===== src/common/rv_pkg.sv =====
package rv_pkg;

    localparam int XLEN       = 32;
    localparam int NUM_REGS   = 32;
    localparam int REG_ADDR_W = $clog2(NUM_REGS);

    typedef logic [XLEN-1:0]       word_t;
    typedef logic [REG_ADDR_W-1:0] reg_addr_t;

    // base opcodes of RV32I, plus the SYSTEM opcode for CSR accesses
    typedef enum logic [6:0] {
        OPC_LUI       = 7'b0110111,
        OPC_AUIPC     = 7'b0010111,
        OPC_JAL       = 7'b1101111,
        OPC_JALR      = 7'b1100111,
        OPC_BRANCH    = 7'b1100011,
        OPC_LOAD      = 7'b0000011,
        OPC_STORE     = 7'b0100011,
        OPC_ARI_ITYPE = 7'b0010011,
        OPC_ARI_RTYPE = 7'b0110011,
        OPC_CSR       = 7'b1110011
    } opcode_e;

    typedef enum logic [3:0] {
        ALU_ADD    = 4'd0,
        ALU_SUB    = 4'd1,
        ALU_SLL    = 4'd2,
        ALU_SLT    = 4'd3,
        ALU_SLTU   = 4'd4,
        ALU_XOR    = 4'd5,
        ALU_SRL    = 4'd6,
        ALU_SRA    = 4'd7,
        ALU_OR     = 4'd8,
        ALU_AND    = 4'd9,
        ALU_COPY_B = 4'd10  // passes operand b through, used by lui
    } alu_op_e;

    // everything the execute stage needs for one instruction
    typedef struct packed {
        word_t     pc;
        word_t     ra;
        word_t     rb;
        word_t     imm;
        alu_op_e   alu_op;
        logic [2:0] funct3;
        reg_addr_t rd;
        reg_addr_t rs1;
        reg_addr_t rs2_shamt;  // rs2 and the shift amount share this field
        logic      a_sel;      // 0 selects pc, 1 selects ra
        logic      b_sel;      // 0 selects rb, 1 selects imm
        logic      reg_we;
        logic      mem_we;     // stores
        logic      mem_rr;     // loads
        logic      is_jump;
        logic      jump_conditional;
        logic      csr_write;
    } decoded_t;

    // writeback port from a later stage
    typedef struct packed {
        logic      we;
        reg_addr_t wa;
        word_t     wd;
    } wb_t;

endpackage


===== src/decode/instr_fields.sv =====
module instr_fields (
    input  rv_pkg::word_t     instr,
    output rv_pkg::opcode_e   opcode,
    output logic [2:0]        funct3,
    output logic              funct7_5,
    output rv_pkg::reg_addr_t rd,
    output rv_pkg::reg_addr_t rs1,
    output rv_pkg::reg_addr_t rs2_shamt,
    output rv_pkg::word_t     imm
);

    rv_pkg::word_t imm_i;
    rv_pkg::word_t imm_s;
    rv_pkg::word_t imm_b;
    rv_pkg::word_t imm_u;
    rv_pkg::word_t imm_j;
    rv_pkg::word_t imm_csr;

    // fixed field positions are shared by all formats
    assign opcode    = rv_pkg::opcode_e'(instr[6:0]);
    assign rd        = instr[11:7];
    assign funct3    = instr[14:12];
    assign rs1       = instr[19:15];
    assign rs2_shamt = instr[24:20];
    assign funct7_5  = instr[30];  // picks sub and sra

    assign imm_i   = {{20{instr[31]}}, instr[31:20]};
    assign imm_s   = {{20{instr[31]}}, instr[31:25], instr[11:7]};
    assign imm_b   = {{19{instr[31]}}, instr[31], instr[7], instr[30:25], instr[11:8], 1'b0};
    assign imm_u   = {instr[31:12], 12'b0};
    assign imm_j   = {{11{instr[31]}}, instr[31], instr[19:12], instr[20], instr[30:21], 1'b0};
    assign imm_csr = {20'b0, instr[31:20]};  // csr number is unsigned

    always_comb begin
        case (opcode)
            rv_pkg::OPC_LUI,
            rv_pkg::OPC_AUIPC:     imm = imm_u;
            rv_pkg::OPC_JAL:       imm = imm_j;
            rv_pkg::OPC_BRANCH:    imm = imm_b;
            rv_pkg::OPC_STORE:     imm = imm_s;
            rv_pkg::OPC_JALR,
            rv_pkg::OPC_LOAD,
            rv_pkg::OPC_ARI_ITYPE: imm = imm_i;
            rv_pkg::OPC_CSR:       imm = imm_csr;
            default:               imm = '0;  // r-type has no immediate
        endcase
    end

endmodule


===== src/decode/alu_ctrl.sv =====
module alu_ctrl (
    input  rv_pkg::opcode_e opcode,
    input  logic [2:0]      funct3,
    input  logic            funct7_5,
    output rv_pkg::alu_op_e alu_op
);

    logic is_rtype;

    assign is_rtype = (opcode == rv_pkg::OPC_ARI_RTYPE);

    always_comb begin
        alu_op = rv_pkg::ALU_ADD;  // address and pc arithmetic
        if (opcode == rv_pkg::OPC_LUI) begin
            alu_op = rv_pkg::ALU_COPY_B;
        end else if (is_rtype || opcode == rv_pkg::OPC_ARI_ITYPE) begin
            case (funct3)
                3'd0: alu_op = (is_rtype && funct7_5) ? rv_pkg::ALU_SUB : rv_pkg::ALU_ADD;
                3'd1: alu_op = rv_pkg::ALU_SLL;
                3'd2: alu_op = rv_pkg::ALU_SLT;
                3'd3: alu_op = rv_pkg::ALU_SLTU;
                3'd4: alu_op = rv_pkg::ALU_XOR;
                // srai also carries bit 30, so both formats use it here
                3'd5: alu_op = funct7_5 ? rv_pkg::ALU_SRA : rv_pkg::ALU_SRL;
                3'd6: alu_op = rv_pkg::ALU_OR;
                default: alu_op = rv_pkg::ALU_AND;
            endcase
        end
    end

endmodule


===== src/regfile/reg_file.sv =====
module reg_file (
    input  logic              clk,
    input  logic              rst_n,
    input  rv_pkg::reg_addr_t ra1,
    input  rv_pkg::reg_addr_t ra2,
    output rv_pkg::word_t     rd1,
    output rv_pkg::word_t     rd2,
    input  rv_pkg::wb_t       wb
);

    rv_pkg::word_t regs [rv_pkg::NUM_REGS];
    logic          wr_en;

    assign wr_en = wb.we && (wb.wa != '0);  // x0 is never written

    always_ff @(posedge clk or negedge rst_n) begin
        if (!rst_n) begin
            for (int i = 0; i < rv_pkg::NUM_REGS; i++) begin
                regs[i] <= '0;
            end
        end else if (wr_en) begin
            regs[wb.wa] <= wb.wd;
        end
    end

    // same-cycle writes bypass the array so the decode sees the newest value
    always_comb begin
        if (ra1 == '0) begin
            rd1 = '0;
        end else if (wr_en && wb.wa == ra1) begin
            rd1 = wb.wd;
        end else begin
            rd1 = regs[ra1];
        end
        if (ra2 == '0) begin
            rd2 = '0;
        end else if (wr_en && wb.wa == ra2) begin
            rd2 = wb.wd;
        end else begin
            rd2 = regs[ra2];
        end
    end

    a_wa_known: assert property (@(posedge clk) disable iff (!rst_n)
        wb.we |-> !$isunknown(wb.wa));

endmodule


===== src/decode/decode_read.sv =====
module decode_read (
    input  logic             clk,
    input  logic             rst_n,
    input  logic             in_valid,
    output logic             in_ready,
    input  rv_pkg::word_t    in_instr,
    input  rv_pkg::word_t    in_pc,
    output logic             out_valid,
    input  logic             out_ready,
    output rv_pkg::decoded_t out_data,
    input  logic             flush,
    input  rv_pkg::wb_t      wb
);

    rv_pkg::opcode_e   opcode;
    logic [2:0]        funct3;
    logic              funct7_5;
    rv_pkg::reg_addr_t rd;
    rv_pkg::reg_addr_t rs1;
    rv_pkg::reg_addr_t rs2_shamt;
    rv_pkg::word_t     imm;
    rv_pkg::alu_op_e   alu_op;
    rv_pkg::word_t     rd1;
    rv_pkg::word_t     rd2;
    rv_pkg::decoded_t  next_data;
    logic              accept;

    instr_fields instr_fields_i (
        .instr     (in_instr),
        .opcode    (opcode),
        .funct3    (funct3),
        .funct7_5  (funct7_5),
        .rd        (rd),
        .rs1       (rs1),
        .rs2_shamt (rs2_shamt),
        .imm       (imm)
    );

    alu_ctrl alu_ctrl_i (
        .opcode   (opcode),
        .funct3   (funct3),
        .funct7_5 (funct7_5),
        .alu_op   (alu_op)
    );

    reg_file reg_file_i (
        .clk   (clk),
        .rst_n (rst_n),
        .ra1   (rs1),
        .ra2   (rs2_shamt),
        .rd1   (rd1),
        .rd2   (rd2),
        .wb    (wb)
    );

    // a flush takes the offered word off the producer and drops it
    assign in_ready = !out_valid || out_ready || flush;
    assign accept   = in_valid && in_ready && !flush;

    always_comb begin
        next_data           = '0;
        next_data.pc        = in_pc;
        next_data.ra        = rd1;
        next_data.rb        = rd2;
        next_data.imm       = imm;
        next_data.alu_op    = alu_op;
        next_data.funct3    = funct3;
        next_data.rd        = rd;
        next_data.rs1       = rs1;
        next_data.rs2_shamt = rs2_shamt;
        case (opcode)
            rv_pkg::OPC_LUI: begin
                next_data.b_sel  = 1'b1;
                next_data.reg_we = 1'b1;
            end
            rv_pkg::OPC_AUIPC: begin
                next_data.b_sel  = 1'b1;  // pc plus upper immediate
                next_data.reg_we = 1'b1;
            end
            rv_pkg::OPC_JAL, rv_pkg::OPC_JALR: begin
                next_data.b_sel   = 1'b1;
                next_data.reg_we  = 1'b1;
                next_data.is_jump = 1'b1;
            end
            rv_pkg::OPC_BRANCH: begin
                next_data.b_sel            = 1'b1;  // target is pc plus offset
                next_data.is_jump          = 1'b1;
                next_data.jump_conditional = 1'b1;
            end
            rv_pkg::OPC_LOAD: begin
                next_data.a_sel  = 1'b1;
                next_data.b_sel  = 1'b1;
                next_data.reg_we = 1'b1;
                next_data.mem_rr = 1'b1;
            end
            rv_pkg::OPC_STORE: begin
                next_data.a_sel  = 1'b1;
                next_data.mem_we = 1'b1;
            end
            rv_pkg::OPC_ARI_ITYPE: begin
                next_data.a_sel  = 1'b1;
                next_data.b_sel  = 1'b1;
                next_data.reg_we = 1'b1;
            end
            rv_pkg::OPC_ARI_RTYPE: begin
                next_data.a_sel  = 1'b1;
                next_data.reg_we = 1'b1;
            end
            rv_pkg::OPC_CSR: begin
                next_data.a_sel     = 1'b1;
                next_data.b_sel     = 1'b1;
                next_data.csr_write = 1'b1;
            end
            default: ;  // unknown opcodes leave every enable low
        endcase
    end

    always_ff @(posedge clk or negedge rst_n) begin
        if (!rst_n) begin
            out_valid <= 1'b0;
        end else if (flush) begin
            out_valid <= 1'b0;
        end else if (accept) begin
            out_valid <= 1'b1;
        end else if (out_ready) begin
            out_valid <= 1'b0;  // drained with nothing behind it
        end
    end

    always_ff @(posedge clk) begin
        if (accept) begin
            out_data <= next_data;
        end
    end

    // the bundle must not move while the next stage is stalled
    a_stable_on_stall: assert property (@(posedge clk) disable iff (!rst_n)
        out_valid && !out_ready |=> $stable(out_data));

    a_flush_empties: assert property (@(posedge clk) disable iff (!rst_n)
        flush |=> !out_valid);

endmodule


===== src/design/decode_top.sv =====
module decode_top (
    input  logic             clk,
    input  logic             rst_n,
    input  logic             in_valid,
    output logic             in_ready,
    input  rv_pkg::word_t    in_instr,
    input  rv_pkg::word_t    in_pc,
    output logic             out_valid,
    input  logic             out_ready,
    output rv_pkg::decoded_t out_data,
    input  logic             flush,
    input  rv_pkg::wb_t      wb
);

    // decode stage with its register file behind it
    decode_read decode_read_i (
        .clk       (clk),
        .rst_n     (rst_n),
        .in_valid  (in_valid),
        .in_ready  (in_ready),
        .in_instr  (in_instr),
        .in_pc     (in_pc),
        .out_valid (out_valid),
        .out_ready (out_ready),
        .out_data  (out_data),
        .flush     (flush),
        .wb        (wb)
    );

endmodule


===== config.mk =====
export PLATFORM = sky130hd
export DESIGN_NAME = decode_top
export DESIGN_NICKNAME = d
export VERILOG_FILES = /design/src/common/rv_pkg.sv /design/src/decode/instr_fields.sv /design/src/decode/alu_ctrl.sv /design/src/regfile/reg_file.sv /design/src/decode/decode_read.sv /design/src/design/decode_top.sv
export SDC_FILE = /design/constraint.sdc
export NUM_CORES = 2
export LEC_CHECK = 0
export BUFFER_PORTS_ARGS = -buffer_cell sky130_fd_sc_hd__buf_2
export CAP_MARGIN = 25
export CORE_ASPECT_RATIO = 1.1
export CORE_MARGIN = 3
export CORE_UTILIZATION = 56
export DETAILED_ROUTE_END_ITERATION = 16
export PLACE_DENSITY = 0.81
export SLEW_MARGIN = 20
export SYNTH_ARGS = -nofsm -noshare
export SYNTH_HDL_FRONTEND = slang
export SYNTH_SLANG_ARGS = --single-unit

===== constraint.sdc =====
create_clock -name clk -period 9.1 [get_ports clk]
set_clock_uncertainty 0.1 [all_clocks]
set_input_delay 1.365 -clock clk [delete_from_list [all_inputs] [get_ports clk]]
set_output_delay 1.365 -clock clk [all_outputs]
set_load 0.05 [all_outputs]

Word level (Yosys, flattened, before mapping)
Cells that the tools add are included.
{"block": "totals", "wordCells": 128, "reg_bits": 1183, "out_inout_bits": 160, "in_bits": 107}
{"block": "classes", "n_reduce_logical": 24, "bitwise": 4, "n_eq_ne": 18, "n_mux": 27, "n_lt_le_gt_ge": 4}
{"op": "1024-bit bitwise mux", "n": 1}
{"op": "32-bit binary-select mux with 5-bit select", "n": 2}
{"op": "32-bit 2-to-1 mux", "n": 7}
{"op": "32-bit case mux with 6 select lines", "n": 1}
{"op": "32-bit demux with 5-bit select", "n": 1}
{"op": "7-bit == test (second input constant)", "n": 4}
{"op": "4-bit case mux with 7 select lines", "n": 1}
{"op": "7-bit by 6-bit == test with 1-bit output (second input constant)", "n": 3}
{"op": "6-bit >= comparator (second input constant)", "n": 3}
{"op": "5-bit inverter with 6-bit output", "n": 3}
{"op": "7-bit by 5-bit == test with 1-bit output (second input constant)", "n": 2}
{"op": "1-bit 2-to-1 mux", "n": 13}
{"op": "5-bit == test", "n": 2}
{"op": "5-bit zero test", "n": 2}
{"op": "3-bit == test (second input constant)", "n": 3}
{"op": "8-bit OR reduction", "n": 1}
{"op": "7-bit by 2-bit == test with 1-bit output (second input constant)", "n": 1}
{"op": "1-bit logical AND", "n": 7}
{"op": "7-bit OR reduction", "n": 1}
{"op": "3-bit by 2-bit == test with 1-bit output (second input constant)", "n": 2}
{"op": "6-bit by 1-bit less-than comparator with 1-bit output (second input constant)", "n": 1}
{"op": "3-bit OR reduction", "n": 2}
{"op": "5-bit nonzero test", "n": 1}
{"op": "5-bit OR reduction", "n": 1}
{"op": "8 further kinds", "n": 12}

Depth between registers and ports, before layout
{"block": "logic_depth", "word_depth": 7, "ltp_mapped": 9, "mapped_depth_nobuf": 5}

By module
A second synthesis with hierarchy kept.
{"block": "unflattened", "hier_cells": 4253, "hier_area_um2": 61751.7}
{"module": "reg_file", "cells_each": 3944, "n_inst": 1, "seq_area_each_um2": 25624.6, "area_each_um2": 55924.9}
{"module": "decode_read", "cells_each": 188, "n_inst": 1, "seq_area_each_um2": 4769.6, "area_each_um2": 4969.8}
{"module": "instr_fields", "cells_each": 101, "n_inst": 1, "seq_area_each_um2": 0.0, "area_each_um2": 737.0}
{"module": "alu_ctrl", "cells_each": 20, "n_inst": 1, "seq_area_each_um2": 0.0, "area_each_um2": 120.1}

Least setup slack after synthesis
OpenSTA, ideal clock, no wires.
{"block": "synth_timing", "path_type": "input-to-reg", "start": "in flush", "end": "reg, netlist name decode_read_i.out_data[0]", "setup_ns": 0.729, "t_arrival_ns": 9.138, "cell_stages": 2, "path_buffers": 0, "setup_slack_ns": -0.868, "path_cell_list": "nand2b_1 -> a21oi_1"}
{"block": "synth_via", "elab_chain_cells": 3, "elab_cells_between_ends": 4}
{"element": "from (decl)", "line_no": "decode_top.sv:11", "text": "input logic flush,"}
{"element": "1-bit logical OR", "line_no": "decode_read.sv:57", "text": "assign in_ready = !out_valid || out_ready || flush;"}
{"element": "1-bit logical AND", "line_no": "decode_read.sv:58", "text": "assign accept = in_valid && in_ready && !flush;"}
{"element": "1-bit logical AND *", "line_no": "decode_read.sv:58"}
{"element": "via decode_read_i.accept", "line_no": "decode_read.sv:26", "text": "logic accept;"}
The timed path passes the listed nets; every way through them passes the cells marked *.
A chain may end at the register's enable or synchronous reset.

Worst setup path in the final report
{"block": "layout_timing", "start": "in in_instr[17]", "end": "reg, netlist name decode_read_i.out_data[106]"}
{"block": "layout_via", "elab_chain_cells": 5, "elab_cells_between_ends": 8}
{"element": "from (decl)", "line_no": "decode_top.sv:6", "text": "input rv_pkg::word_t in_instr,"}
{"element": "5-bit inverter with 6-bit output (implied by the code)", "line_no": "reg_file.sv:33", "text": "rd1 = regs[ra1];"}
{"element": "32-bit binary-select mux with 5-bit select", "line_no": "reg_file.sv:33"}
{"element": "32-bit 2-to-1 mux (implied by the code) (2 in a row)", "line_no": "reg_file.sv:33"}
{"element": "32-bit 2-to-1 mux", "line_no": "reg_file.sv:30", "text": "end else if (wr_en && wb.wa == ra1) begin"}
Parallel ways exist; a longest one is shown, timed or not. The select of a mux whose other input is x is not followed.

==> flow_summary.yaml <==
timing:
  rsz0062_at_grt: "false"
  setup_ws_ns: 4.81
  worst_slew_pin_slew_ns: 1.16
  max_freq_ghz: 0.233
  relSlewSlack: 0.227
  finalSetupTns_ns: 0
  holdWs_ns: 0.296
  timing.final.max_slew_violations: 0
  min_period_ns: 4.29
  post-route-period-util: 0.472
  hold_viol: 0
  setup_viol: 0
worst_hold_path:
  hold_class: "flop to flop"
synth:
  synth_edf_count: 158
  synth-simple-area-share: 0.0506
  yosysSeqAreaShare: 0.513
  synth_top_cell_by_area: "dfrtp_1"
  muxShareOfSynthArea: 0.316
  syn-num-nets: 4445
  synthCells: 4338
  synth_compound_area_frac: 0.0802
  synth.distinct_cells: 57
  synthXorXnorAreaFrac: 0.00194
  synth-async-reset-ratio: 0.866
  synth_ff_type: "dfrtp_1"
  synth_top_family_by_area: "multiplexers"
  synth.most_common_cell: "dfrtp_1"
  synth_top_cell_area_share: 0.433
  synth_seq_cells: 1183
  ys_top_cells_by_area: "dfrtp_1, mux4_2, mux2_2, edfxtp_1, o21ai_0"
  netlist_area_mm2: 0.0593
  avgSynthCellArea_um2: 13.7
  yosys_warnings: 0
  yosys.area_share.adder: 0
  synth_common_cells: "dfrtp_1, o21ai_0, mux4_2"
floorplan:
  die_x_um: 316
  die_area_mm2: 0.110
  die-height_um: 347
  start_util: 0.567
  row_count: 124
  core-area_mm2: 0.105
  design.portCount: 267
route:
  dr.pass1.iters: 6
  routed_wl_mm: 183
  vias: 41200
  ant_nets: 0
  vias_per_cell: 7.05
  wl_per_cell_um: 31.2
  drc_errors: 0
  drtIter0Drc: 5452
clock_tree:
  cts_tree: "built"
  clock-root-buffer: "clkbuf_16"
  htree_levels: 3
  clock_latency_ns: 0.72
  path_clk_slew_ns: 0.06
  hold_buffers: 0
  cts_buffers: 113
  numClockSinks: 1183
  postCtsSetupBuffers: 0
  cts-resized-gates: 0
  cts_max_path_buffers: 3
setup_path:
  crit_path_max_fanout: 76
  end_kind: "flop"
  worst-setup-path-type: "input pin to flop"
  crit_required_ns: 9.46
  start_kind: "input pin"
  worstPathArrival_ns: 4.65
placed_design:
  hpwl_mm: 98.3
  port_buffers: 266
  gp_congestion: 0.827
  place_ws_ns: 4.22
power:
  pwr_density_cell_mw_per_mm2: 225
  ir_drop_mv: 0.155
  power.leakage_nw: 27.8
global_routing:
  antenna_found_initial: 17
  grt_pass1_vias: 42100
  grt-ovfl-total: 0
  grt_usage: 0.335
  grt_max_degree: 193
  grt_pass1_wl_mm: 273
run:
  max_cap_violations: 0
cells_and_area:
  fin_nets: 4465
  syn2layout_area_growth_pct: 9.90
  postLayoutCoreUtil: 0.623
  layout-drive-gt1-share: 0.363
run_status:
  outcome: "finished, final reports clean"
-- path summary, 6_finish.rpt --
kind	depth (start not counted)	from	end	slack [ns]
hold / removal	0	decode_read_i.reg_file_i.regs[1015]	decode_read_i.reg_file_i.regs[1015]	0.30
max in group asynchronous	3	rst_n	decode_read_i.reg_file_i.regs[533]	6.39
setup reg to reg	5	decode_read_i.reg_file_i.regs[53]	decode_read_i.out_data[115]	6.84
min in group asynchronous	1	rst_n	decode_read_i.reg_file_i.regs[247]	0.60
setup / recovery	8	in_instr[17]	decode_read_i.out_data[106]	4.81
hold reg to reg	0	decode_read_i.reg_file_i.regs[1015]	decode_read_i.reg_file_i.regs[1015]	0.30
-- cell type report --
class / count / area [µm²]
Antenna cell: 8 / 20.0
Clock buffer: 172 / 3380
Clock inverter: 42 / 559
Fill cell: 7536 / 39400
Inverter: 37 / 139
Multi-Input combinational cell: 2679 / 26800
Sequential cell: 1183 / 30400
Tap cell: 1386 / 1730
Timing Repair Buffer: 344 / 2130
-- state kept, by name, indices dropped and copies added, names as in the netlist --
name / flops
decode_read_i.out_valid: 1
decode_read_i.reg_file_i.regs: 1024
decode_read_i.out_data: 158
-- kinds of logic (layout without fill, tap and decap cells) --
logic type                count (synthesis)  count (layout)
muxes                                  1165            1165
xor gates and xnor gates                 11              11
DFF                                    1183            1183
AOI/OAI and AO/OA                       783             783
buffers and inverters                   476             595
and+or+nand+nor                         720             720
other                                     0               8
-- per-stage QoR --
stage                     total power, mW  cell area [µm²]  cells
after CTS                            14.6            65100   5839
after global placement               9.48            61100   5625
after global routing                 15.2            65200   5844
after detailed placement             9.67            61100   5625
final                                14.6            65200   5851
after floorplan                      8.87            59300   4338
-- report_power, final --
group          total [mW]  internal [mW]  leakage (nW)  switching (mW)
registers            6.94           6.26          14.7           0.676
clock network        4.98           2.88          1.93            2.11
logic                2.71           1.45          11.2            1.26
total                14.6           10.6          27.8            4.04
-- critical path, stage by stage --
cell,delay (ns)
buf_8,0.52
buf_4,0.80
buf_4,0.69
mux4_2,0.42
nor2b_1,0.14
a211oi_1,0.25
nor4_1,0.10
a22o_1,0.23
-- cell usage in the layout (no fill, tap or decap), types with 19 or more instances in the layout --
cell and count:
dfrtp_1 1025, o21ai_0 515, mux4_2 511, mux2_2 497
nand2_1 492, buf_2 259, edfxtp_1 158, mux2i_1 141
clkbuf_16 116, o22ai_1 96, nor2_1 95, buf_4 68
inv_1 37, a22oi_1 33, a2111oi_2 32, clkbuf_1 29
clkbuf_8 27, a22o_1 24, a211oi_1 22, nor4_1 21
a21o_1 20, nor2b_1 19
-- routing by layer --
metal	global-route usage	part of all wire	vias to the layer above	routed length, µm
met5	0	0.0012	-	220
met4	0.180	0.062	14	11300
met3	0.112	0.14	763	25500
met2	0.497	0.45	3089	81500
met1	0.440	0.35	21000	64100
li1	-	-	16400	-
Note: power is estimated with default switching activity, not from simulation.
